File: config.mk
export PLATFORM = sky130hd
export DESIGN_NAME = mcd212_display
export DESIGN_NICKNAME = d
export VERILOG_FILES = /design/src/verilog/display_pkg.sv /design/src/verilog/pixel_fifo_if.sv /design/src/verilog/mcd212_display.sv /design/src/verilog/display_scanout.sv /design/src/verilog/video_timing.sv /design/src/verilog/pixel_fifo.sv /design/src/verilog/display_regs.sv
export VERILOG_INCLUDE_DIRS = /design/src /design/src/verilog
export SDC_FILE = /design/constraint.sdc
export NUM_CORES = 1
export LEC_CHECK = 0
export BUFFER_PORTS_ARGS = -buffer_cell sky130_fd_sc_hd__buf_2
export CELL_PAD_IN_SITES_DETAIL_PLACEMENT = 2
export CELL_PAD_IN_SITES_GLOBAL_PLACEMENT = 2
export CORE_UTILIZATION = 41
export CTS_CLUSTER_DIAMETER = 30
export DETAILED_ROUTE_END_ITERATION = 10
export HOLD_SLACK_MARGIN = 0.1
export PLACE_DENSITY_LB_ADDON = 0.3
export SETUP_SLACK_MARGIN = 0.2
export SYNTH_ARGS = -nofsm -noshare
export SYNTH_HDL_FRONTEND = slang
export SYNTH_SLANG_ARGS = --single-unit
File: constraint.sdc
create_clock -name clk -period 3.47 [get_ports clk]
set_clock_uncertainty 0.15 [all_clocks]
set_input_delay 0 -clock clk [delete_from_list [all_inputs] [get_ports clk]]
set_output_delay 0 -clock clk [all_outputs]
set_load 0.03 [all_outputs]
File: src/verilog/display_cfg.svh
// FIFO depth, AXI4-Lite address width, timing unit length and register offsets
`ifndef DISPLAY_CFG_SVH
`define DISPLAY_CFG_SVH

// Pixel words held by the FIFO as a power of two
`define DISPLAY_FIFO_DEPTH 32

`define DISPLAY_ADDR_W 4

// Clocks per datasheet timing unit
`define DISPLAY_CLKS_PER_CYCLE 16

`define DISPLAY_REG_CTRL   'h0
`define DISPLAY_REG_STATUS 'h4
`define DISPLAY_REG_PIXEL  'h8

`endif
File: src/verilog/display_pkg.sv
// Pixel word union with its RGB555 and grey pair views, channel expansion function
`default_nettype none

package display_pkg;

    // 4-clocks-per-pixel word holding one RGB555 pixel
    typedef struct packed {
        logic       unused;
        logic [4:0] red;
        logic [4:0] green;
        logic [4:0] blue;
    } rgb555_t;

    // 2-clocks-per-pixel word holding two grey pixels
    typedef struct packed {
        logic [7:0] second; // Shown after the low byte
        logic [7:0] first;
    } pixel_pair_t;

    typedef union packed {
        rgb555_t     rgb;
        pixel_pair_t grey;
    } pixel_word_u;

    // Top bits repeated below so full scale maps to 0xff
    function automatic logic [7:0] expand5(input logic [4:0] channel);
        return {channel, channel[4:2]};
    endfunction

endpackage

`default_nettype wire

File: src/verilog/pixel_fifo_if.sv
// Pixel FIFO interface with writer, fifo and reader modports
`timescale 1ns/1ps
`default_nettype none
`include "display_cfg.svh"

interface pixel_fifo_if;
    import display_pkg::*;

    localparam int level_w = $clog2(`DISPLAY_FIFO_DEPTH + 1);

    logic               wr_en;
    pixel_word_u        wr_data;
    logic               full;
    logic               rd_en;
    pixel_word_u        rd_data; // Head word while not empty
    logic               empty;
    logic [level_w-1:0] level;

    modport writer (output wr_en, wr_data, input full, level);
    modport fifo   (input wr_en, wr_data, rd_en, output full, rd_data, empty, level);
    modport reader (output rd_en, input rd_data, empty);

endinterface

`default_nettype wire

File: src/verilog/mcd212_display.sv
// Display subsystem top with AXI4-Lite slave ports and video outputs
`timescale 1ns/1ps
`default_nettype none
`include "display_cfg.svh"

module mcd212_display (
    input  wire                       clk,
    input  wire                       reset,
    input  wire [`DISPLAY_ADDR_W-1:0] s_axil_awaddr,
    input  wire                       s_axil_awvalid,
    output logic                      s_axil_awready,
    input  wire [31:0]                s_axil_wdata,
    input  wire                       s_axil_wvalid,
    output logic                      s_axil_wready,
    output logic [1:0]                s_axil_bresp,
    output logic                      s_axil_bvalid,
    input  wire                       s_axil_bready,
    input  wire [`DISPLAY_ADDR_W-1:0] s_axil_araddr,
    input  wire                       s_axil_arvalid,
    output logic                      s_axil_arready,
    output logic [31:0]               s_axil_rdata,
    output logic [1:0]                s_axil_rresp,
    output logic                      s_axil_rvalid,
    input  wire                       s_axil_rready,
    output logic                      hsync,
    output logic                      vsync,
    output logic                      hblank,
    output logic                      vblank,
    output logic                      pixel_valid,
    output logic [7:0]                red,
    output logic [7:0]                green,
    output logic [7:0]                blue
);
    logic enable;
    logic cf;
    logic st;
    logic cm;
    logic fd;
    logic underrun;

    pixel_fifo_if fifo_if ();

    display_regs regs_i (
        .clk(clk), .reset(reset),
        .s_axil_awaddr(s_axil_awaddr), .s_axil_awvalid(s_axil_awvalid),
        .s_axil_awready(s_axil_awready),
        .s_axil_wdata(s_axil_wdata), .s_axil_wvalid(s_axil_wvalid),
        .s_axil_wready(s_axil_wready),
        .s_axil_bresp(s_axil_bresp), .s_axil_bvalid(s_axil_bvalid),
        .s_axil_bready(s_axil_bready),
        .s_axil_araddr(s_axil_araddr), .s_axil_arvalid(s_axil_arvalid),
        .s_axil_arready(s_axil_arready),
        .s_axil_rdata(s_axil_rdata), .s_axil_rresp(s_axil_rresp),
        .s_axil_rvalid(s_axil_rvalid), .s_axil_rready(s_axil_rready),
        .fifo(fifo_if.writer),
        .enable(enable), .sm(), .cf(cf), .st(st), .cm(cm), .fd(fd), // Scan mode unused
        .vblank(vblank), .underrun(underrun)
    );

    pixel_fifo fifo_i (.clk(clk), .reset(reset), .fifo(fifo_if.fifo));

    display_scanout scanout_i (
        .clk(clk), .reset(reset),
        .enable(enable), .cf(cf), .st(st), .cm(cm), .fd(fd),
        .fifo(fifo_if.reader),
        .hsync(hsync), .vsync(vsync), .hblank(hblank), .vblank(vblank),
        .pixel_valid(pixel_valid), .red(red), .green(green), .blue(blue),
        .underrun(underrun)
    );

endmodule

`default_nettype wire

File: src/verilog/display_scanout.sv
// Scanout that pops pixel words, decodes them by colour mode and drives video out
`timescale 1ns/1ps
`default_nettype none

module display_scanout (
    input  wire          clk,
    input  wire          reset,
    input  wire          enable,
    input  wire          cf,
    input  wire          st,
    input  wire          cm,
    input  wire          fd,
    pixel_fifo_if.reader fifo,
    output logic         hsync,
    output logic         vsync,
    output logic         hblank,
    output logic         vblank,
    output logic         pixel_valid,
    output logic [7:0]   red,
    output logic [7:0]   green,
    output logic [7:0]   blue,
    output logic         underrun
);
    import display_pkg::*;

    logic        t_hsync;
    logic        t_vsync;
    logic        t_hblank;
    logic        t_vblank;
    logic        new_line;
    logic        new_pixel;
    logic        take;
    logic        phase; // High when the grey high byte is next
    pixel_word_u head;
    logic [7:0]  grey_byte;

    video_timing timing_i (
        .clk(clk), .reset(reset), .cf(cf), .st(st), .fd(fd),
        .hsync(t_hsync), .vsync(t_vsync), .hblank(t_hblank), .vblank(t_vblank),
        .new_line(new_line), .new_pixel(new_pixel), .cm(cm)
    );

    assign head        = fifo.rd_data;
    assign take        = new_pixel && enable; // new_pixel is only set in the active area
    assign fifo.rd_en  = take && (!cm || phase);
    assign grey_byte   = phase ? head.grey.second : head.grey.first;

    always_ff @(posedge clk) begin
        if (reset) begin
            pixel_valid <= 1'b0;
            underrun    <= 1'b0;
            phase       <= 1'b0;
            {hsync, vsync, hblank, vblank} <= '0;
        end else begin
            pixel_valid <= take;
            underrun    <= take && fifo.empty;
            if (new_line) begin
                phase <= 1'b0;
            end else if (take && cm && !fifo.empty) begin
                phase <= !phase;
            end
            // Aligned with the pixel register
            {hsync, vsync, hblank, vblank} <= {t_hsync, t_vsync, t_hblank, t_vblank};
        end
    end

    always_ff @(posedge clk) begin
        if (take) begin
            if (fifo.empty) begin
                {red, green, blue} <= '0; // Black on underrun
            end else if (cm) begin
                {red, green, blue} <= {3{grey_byte}};
            end else begin
                red   <= expand5(head.rgb.red);
                green <= expand5(head.rgb.green);
                blue  <= expand5(head.rgb.blue);
            end
        end
    end

endmodule

`default_nettype wire

File: src/verilog/video_timing.sv
// MCD212 video timing generator with sync, blank, line and pixel strobes
`timescale 1ns/1ps
`default_nettype none
`include "display_cfg.svh"

module video_timing (
    input  wire  clk,
    input  wire  reset,
    input  wire  cf,  // 0 = 28 MHz crystal, 1 = 30 MHz
    input  wire  st,  // 1 = 360/720 pixel lines
    input  wire  fd,  // 0 = 50 Hz, 1 = 60 Hz
    output logic hsync,
    output logic vsync,
    output logic hblank,
    output logic vblank,
    output logic new_line,
    output logic new_pixel,
    input  wire  cm   // 0 = 4 clocks per pixel, 1 = 2
);
    localparam logic [8:0] v_sync = 9'd3;

    logic [6:0]  h_total_cyc;
    logic [6:0]  h_active_cyc;
    logic [6:0]  h_start_cyc;
    logic [6:0]  h_sync_cyc;
    logic [10:0] h_total;
    logic [10:0] h_active;
    logic [10:0] h_start;
    logic [10:0] h_sync;
    logic [8:0]  v_total;
    logic [8:0]  v_active;
    logic [8:0]  v_start;
    logic [10:0] video_x;
    logic [8:0]  video_y;
    logic        in_h;
    logic        in_v;

    // Horizontal totals from datasheet table 5-4 in timing units
    always_comb begin
        if (st && cf) begin
            h_total_cyc = 7'd120;
            h_active_cyc = 7'd90;
            h_start_cyc = 7'd23;
            h_sync_cyc = 7'd9;
        end else if (cf) begin
            h_total_cyc = 7'd120;
            h_active_cyc = 7'd96;
            h_start_cyc = 7'd20;
            h_sync_cyc = 7'd9;
        end else begin
            h_total_cyc = 7'd112;
            h_active_cyc = 7'd90;
            h_start_cyc = 7'd19;
            h_sync_cyc = 7'd8;
        end
    end

    assign h_total  = 11'(h_total_cyc * `DISPLAY_CLKS_PER_CYCLE);
    assign h_active = 11'(h_active_cyc * `DISPLAY_CLKS_PER_CYCLE);
    assign h_start  = 11'(h_start_cyc * `DISPLAY_CLKS_PER_CYCLE);
    assign h_sync   = 11'(h_sync_cyc * `DISPLAY_CLKS_PER_CYCLE);

    // Vertical totals from datasheet table 5-6 in lines
    always_comb begin
        if (fd) begin
            v_total = 9'd262; // NTSC
            v_active = 9'd240;
            v_start = 9'd18;
        end else if (st) begin
            v_total = 9'd312; // PAL with NTSC height
            v_active = 9'd240;
            v_start = 9'd46;
        end else begin
            v_total = 9'd312;
            v_active = 9'd280;
            v_start = 9'd26;
        end
    end

    always_ff @(posedge clk) begin
        if (reset) begin
            video_x <= '0;
            video_y <= '0;
        end else if (video_x == h_total - 1'b1) begin // End of line
            video_x <= '0;
            video_y <= (video_y == v_total - 1'b1) ? '0 : video_y + 1'b1;
        end else begin
            video_x <= video_x + 1'b1;
        end
    end

    assign in_h = video_x >= h_start && video_x < h_start + h_active;
    assign in_v = video_y >= v_start && video_y < v_start + v_active;

    always_ff @(posedge clk) begin
        if (reset) begin
            hsync     <= 1'b0;
            vsync     <= 1'b0;
            hblank    <= 1'b0;
            vblank    <= 1'b0;
            new_line  <= 1'b0;
            new_pixel <= 1'b0;
        end else begin
            hsync     <= video_x < h_sync;
            vsync     <= video_y < v_sync;
            hblank    <= !in_h;
            vblank    <= !in_v;
            new_line  <= video_x == '0;
            new_pixel <= in_h && in_v && (cm ? video_x[0] : video_x[1:0] == 2'd1);
        end
    end

endmodule

`default_nettype wire

File: src/verilog/pixel_fifo.sv
// Synchronous pixel word FIFO with full, empty and level
`timescale 1ns/1ps
`default_nettype none
`include "display_cfg.svh"

module pixel_fifo (
    input  wire       clk,
    input  wire       reset,
    pixel_fifo_if.fifo fifo
);
    import display_pkg::*;

    localparam int depth   = `DISPLAY_FIFO_DEPTH;
    localparam int ptr_w   = $clog2(depth);
    localparam int level_w = $clog2(depth + 1);

    pixel_word_u        mem [depth];
    logic [ptr_w-1:0]   wr_ptr;
    logic [ptr_w-1:0]   rd_ptr; // Wraps naturally since depth is a power of two
    logic [level_w-1:0] count;
    logic               push;
    logic               pop;

    assign push = fifo.wr_en && !fifo.full;
    assign pop  = fifo.rd_en && !fifo.empty; // Pop on empty is dropped

    always_ff @(posedge clk) begin
        if (push) begin
            mem[wr_ptr] <= fifo.wr_data;
        end
    end

    always_ff @(posedge clk) begin
        if (reset) begin
            wr_ptr <= '0;
            rd_ptr <= '0;
            count  <= '0;
        end else begin
            if (push) wr_ptr <= wr_ptr + 1'b1;
            if (pop)  rd_ptr <= rd_ptr + 1'b1;
            case ({push, pop})
                2'b10:   count <= count + 1'b1;
                2'b01:   count <= count - 1'b1;
                default: count <= count; // Both or neither
            endcase
        end
    end

    assign fifo.rd_data = mem[rd_ptr];
    assign fifo.full    = count == level_w'(depth);
    assign fifo.empty   = count == '0;
    assign fifo.level   = count;

endmodule

`default_nettype wire

File: src/verilog/display_regs.sv
// AXI4-Lite register block with CTRL, STATUS and the PIXEL push port
`timescale 1ns/1ps
`default_nettype none
`include "display_cfg.svh"

module display_regs (
    input  wire                         clk,
    input  wire                         reset,
    input  wire [`DISPLAY_ADDR_W-1:0]   s_axil_awaddr,
    input  wire                         s_axil_awvalid,
    output logic                        s_axil_awready,
    input  wire [31:0]                  s_axil_wdata,
    input  wire                         s_axil_wvalid,
    output logic                        s_axil_wready,
    output logic [1:0]                  s_axil_bresp,
    output logic                        s_axil_bvalid,
    input  wire                         s_axil_bready,
    input  wire [`DISPLAY_ADDR_W-1:0]   s_axil_araddr,
    input  wire                         s_axil_arvalid,
    output logic                        s_axil_arready,
    output logic [31:0]                 s_axil_rdata,
    output logic [1:0]                  s_axil_rresp,
    output logic                        s_axil_rvalid,
    input  wire                         s_axil_rready,
    pixel_fifo_if.writer                fifo,
    output logic                        enable,
    output logic                        sm,
    output logic                        cf,
    output logic                        st,
    output logic                        cm,
    output logic                        fd,
    input  wire                         vblank,
    input  wire                         underrun
);
    import display_pkg::*;

    localparam logic [1:0] resp_okay   = 2'b00;
    localparam logic [1:0] resp_slverr = 2'b10;

    logic [5:0] ctrl;
    logic       underrun_flag;
    logic       wr_is_pixel;
    logic       wr_take;
    logic       rd_take;

    assign wr_is_pixel = s_axil_awaddr == `DISPLAY_REG_PIXEL;
    // Address and data accepted together and held off while a PIXEL write meets a full FIFO
    assign wr_take = s_axil_awvalid && s_axil_wvalid && !s_axil_bvalid
                     && !(wr_is_pixel && fifo.full);
    assign s_axil_awready = wr_take;
    assign s_axil_wready  = wr_take;
    assign rd_take        = s_axil_arvalid && !s_axil_rvalid;
    assign s_axil_arready = rd_take;

    assign fifo.wr_en   = wr_take && wr_is_pixel; // Push in the handshake cycle
    assign fifo.wr_data = pixel_word_u'(s_axil_wdata[15:0]);

    assign enable = ctrl[0];
    assign fd     = ctrl[1];
    assign cm     = ctrl[2];
    assign st     = ctrl[3];
    assign cf     = ctrl[4];
    assign sm     = ctrl[5]; // Stored only

    always_ff @(posedge clk) begin
        if (reset) begin
            ctrl          <= '0;
            underrun_flag <= 1'b0;
            s_axil_bvalid <= 1'b0;
            s_axil_rvalid <= 1'b0;
        end else begin
            if (s_axil_bvalid && s_axil_bready) begin
                s_axil_bvalid <= 1'b0;
            end
            if (s_axil_rvalid && s_axil_rready) begin
                s_axil_rvalid <= 1'b0;
            end
            if (wr_take) begin
                s_axil_bvalid <= 1'b1;
                if (s_axil_awaddr == `DISPLAY_REG_CTRL) begin
                    ctrl <= s_axil_wdata[5:0];
                end
                if (s_axil_awaddr == `DISPLAY_REG_STATUS && s_axil_wdata[0]) begin
                    underrun_flag <= 1'b0; // Write 1 to clear
                end
            end
            if (underrun) begin
                underrun_flag <= 1'b1; // New event wins over a clear
            end
            if (rd_take) begin
                s_axil_rvalid <= 1'b1;
            end
        end
    end

    // Response payload
    always_ff @(posedge clk) begin
        if (wr_take) begin
            case (s_axil_awaddr)
                `DISPLAY_REG_CTRL, `DISPLAY_REG_STATUS, `DISPLAY_REG_PIXEL:
                    s_axil_bresp <= resp_okay;
                default: s_axil_bresp <= resp_slverr;
            endcase
        end
        if (rd_take) begin
            s_axil_rresp <= resp_okay;
            case (s_axil_araddr)
                `DISPLAY_REG_CTRL:   s_axil_rdata <= {26'h0, ctrl};
                `DISPLAY_REG_STATUS: s_axil_rdata <= {16'h0, 8'(fifo.level), 6'h0,
                                                      vblank, underrun_flag};
                `DISPLAY_REG_PIXEL:  s_axil_rdata <= 32'h0; // Write-only
                default: begin
                    s_axil_rdata <= 32'h0;
                    s_axil_rresp <= resp_slverr;
                end
            endcase
        end
    end

endmodule

`default_nettype wire

==> run_results.csv <==
group,metric,value,unit
floorplan,chipWidth,247.3,um
power_and_ir_drop,cellLeakagePower,10.71,nW
cells_and_area,nets,1909,
floorplan,num_rows,89,
logic_synthesis,synth_flop_cell,"edfxtp_1",
floorplan,dieArea,0.06115,sq mm
logic_synthesis,yosysSeqAreaShare,72.06,%
floorplan,initial_core_util,41.64,%
critical_path,crit_arrival,3550,ps
cells_and_area,utilization,53.15,%
critical_path,start_kind,"flop",
cells_and_area,area_growth_syn_to_layout,27.63,%
sta,post-route-period-util,94.42,%
logic_synthesis,yosysWarnings,0,
critical_path,end_kind,"flop",
global_route,grt_pass1_vias,18162,
sta,slew_headroom,32.92,%
sta,fin_setup_tns,0,ps
logic_synthesis,synth-seq-cells,613,
min_path,hp-class,"in -> reg",
clocking,htree_levels,4,
run_status,violations,"DRC",
min_path,hp-start,"reset",
sta,hold_slack,195.0,ps
min_path,holdPathStages,5,
critical_path,worstPathRequired,3740,ps
logic_synthesis,async_flop_share,0,%
sta,rsz0062_at_grt,"true",
run_status,outcome,"complete, but fails checks",
drt,ant_nets,0,
drt,vias,16271,
power_and_ir_drop,power_density,701.7,mW/mm^2
critical_path,ff2ff_setup_slack,190,ps
global_route,antenna_found_initial,4,
critical_path,crit_path_max_fanout,63,
min_path,hold_path_end,"scanout_i.timing_i.video_y[3]",
cells_and_area,post-route-cell-area,0.03149,sq mm
sta,slew_viol_final,0,
floorplan,die_y,247.3,um
global_route,track_usage,32.42,%
sta,hold_violations,0,
drt,wl_per_cell,36.32,um
drt,finalWirelength,98660,um
cells_and_area,final_common_cell,"edfxtp_1",
critical_path,path_class,"reg -> reg",
global_route,grt_overflow_total,0,
power_and_ir_drop,max-vdd-ir-drop,0.4529,mV
floorplan,io_pins,117,
logic_synthesis,synth.distinct_cells,53,
placement,post-dp-hpwl,45750,um
drt,viasPerCell,5.991,
sta,period_minus_slack,3276,ps
clocking,clockBufferDepth,3,
placement,finalWeightedCongestion,0.7773,
clocking,clock_tree.root_cell,"clkbuf_16",
global_route,grt_pass1_wl,138100,um
clocking,cts_sinks,613,
global_route,grt_start_max_net_pins,64,
sta,clock.fmax,305.2,MHz
sta,max_slew.worst_pin.slew,1006,ps
drt,drt_iter0_drc,1522,
placement,postPlaceCellArea,0.02632,sq mm
clocking,cts_made_buffers,134,
floorplan,core_area,0.05924,sq mm
clocking,worstSkewPairLatency,700,ps
cells_and_area,mostFrequentLayoutCells,"edfxtp_1, mux2i_1, clkbuf_16, a22oi_1, nor2_1",
logic_synthesis,synthesis.area,0.02467,sq mm
clocking,cts_tree,"built",
placement,io_buffers,78,
job,maxCapViolCount,0,
logic_synthesis,synth_area_per_cell,15.63,sq um
sta,setup_viol,0,
drt,drt-pass1-iter-count,8,
drt,drc,12,
cells_and_area,num-fill-cells,5278,
critical_path,regToRegEndpoint,"scanout_i.blue[3]",
logic_synthesis,synth-edff-count,550,
logic_synthesis,syn-instance-count,1578,
cells_and_area,drive_gt1_share,21.16,%
critical_path,ff2ff_path_depth,8,
clocking,path_clk_slew,50,ps
==> per-stage QoR <==
step / cells / setup WS (ps) / power, mW
detailed placement: 2426 / 299.5 / 8.500
floorplan: 1600 / 245.0 / 8.339
global route: 2715 / 114.9 / 22.46
finish: 2716 / 193.7 / 22.09
global placement: 2426 / 411.7 / 8.476
CTS: 2715 / 222.0 / 22.02
==> kinds of logic (layout without fill, tap and decap cells) <==
group,after synthesis,count (layout),synth area share (%)
flops,613,613,72.06
fa+ha+maj,28,28,1.420
mux,265,265,10.86
buf+inv,122,464,2.429
simple gates,273,273,5.472
other cells,2,25,0.03044
compound gates,246,246,6.700
xor+xnor,29,29,1.030
==> flip-flops by register name, indices dropped and copies added (netlist names), 5 cells and up, named ones only <==
register,count
fifo_i.fifo.level,6
fifo_i.mem,512
fifo_i.rd_ptr,5
fifo_i.wr_ptr,5
regs_i.ctrl,6
regs_i.s_axil_rdata,12
scanout_i.blue,8
scanout_i.green,8
scanout_i.red,8
scanout_i.timing_i.video_x,11
scanout_i.timing_i.video_y,9
==> where the power goes <==
part	switching (mW)	internal (mW)
clock network	4.69	8.97
logic	0.280	0.0755
registers	0.0165	8.06
total	4.98	17.1
==> routing by layer <==
metal | wire [um] | vias up | global-route usage [%]
met1 | 36870 | 8668 | 36.90
met3 | 5996 | 252 | 7.391
met2 | 50920 | 732 | 56.42
met4 | 4865 | 2 | 17.39
li1 | - | 6617 | -
met5 | 7 | - | 0
==> worst max path at each step <==
stage / start / endpoint / slack, ps / depth (start not counted)
floorplan: regs_i.ctrl[0] / fifo_i.fifo.level[4] / 250 / 13
global placement: fifo_i.fifo.level[1] / fifo_i.fifo.level[4] / 410 / 12
detailed placement: fifo_i.fifo.level[2] / fifo_i.fifo.level[4] / 300 / 12
CTS: fifo_i.fifo.level[1] / fifo_i.fifo.level[4] / 220 / 12
global route: fifo_i.fifo.level[1] / fifo_i.fifo.level[4] / 110 / 12
finish: flop / scanout_i.blue[3] / 190 / 8
==> critical path: stages (launching register included) <==
cell and delay (ps):
dfxtp_1 570, nor2b_4 280, buf_12 370, a22oi_1 140
a21oi_1 480, nor4_1 140, buf_4 190, a22oi_1 470
nand2_1 130
==> synthesized netlist by cell type (3+ instances only) <==
master    instances  area, sq um
nand2_1          65        244.0
a21o_1            4        30.03
and2_1           13        81.33
a21oi_1          80        400.4
or3_1             4        25.02
xnor2_1           8        70.07
nand3b_1          5        37.54
buf_1             7        26.28
a211o_1           3        26.28
nor2_1           90        337.8
or2_2             6        37.54
buf_4            29        217.7
edfxtp_1        550        16520
clkbuf_1         45        168.9
o21a_1            3        22.52
dfxtp_1          63         1261
a22oi_1         134         1006
and3_1            5        31.28
or4_1             3        22.52
inv_1            15        56.30
ha_1             28        350.3
nor3_1            8        40.04
buf_2            26        130.1
o21ai_0           9        45.04
mux2i_1         262         2623
nand4_1          10        62.56
nand3_1          12        60.06
nand2b_1          7        43.79
nor4_1           21        131.4
or3b_2            3        26.28
nor2b_1          11        68.82
xor2_1           21        183.9
==> layout make-up <==
cell class,instances,area [sq um],share of cell area [%]
sequential,613,17790,56.50
clock buffer,162,3615,11.48
timing repair buffer,205,1567,4.975
inverter,15,56.30,0.1788
tap,773,967.2,3.072
clock inverter,82,1022,3.247
antenna,1,2.502,0.007948
multi-input combinational,865,6467,20.54
==> repair_timing <==
action | in CTS | in global routing
resized for setup | 6 | 15
buffers inserted | 1 | 0
setup endpoints to repair | 6 | 14
hold buffers | 44 | 0
pin swaps | 1 | 1
endpoints found under the hold margin | 602 | 0
No activity file was read; power rests on OpenSTA's default activity.
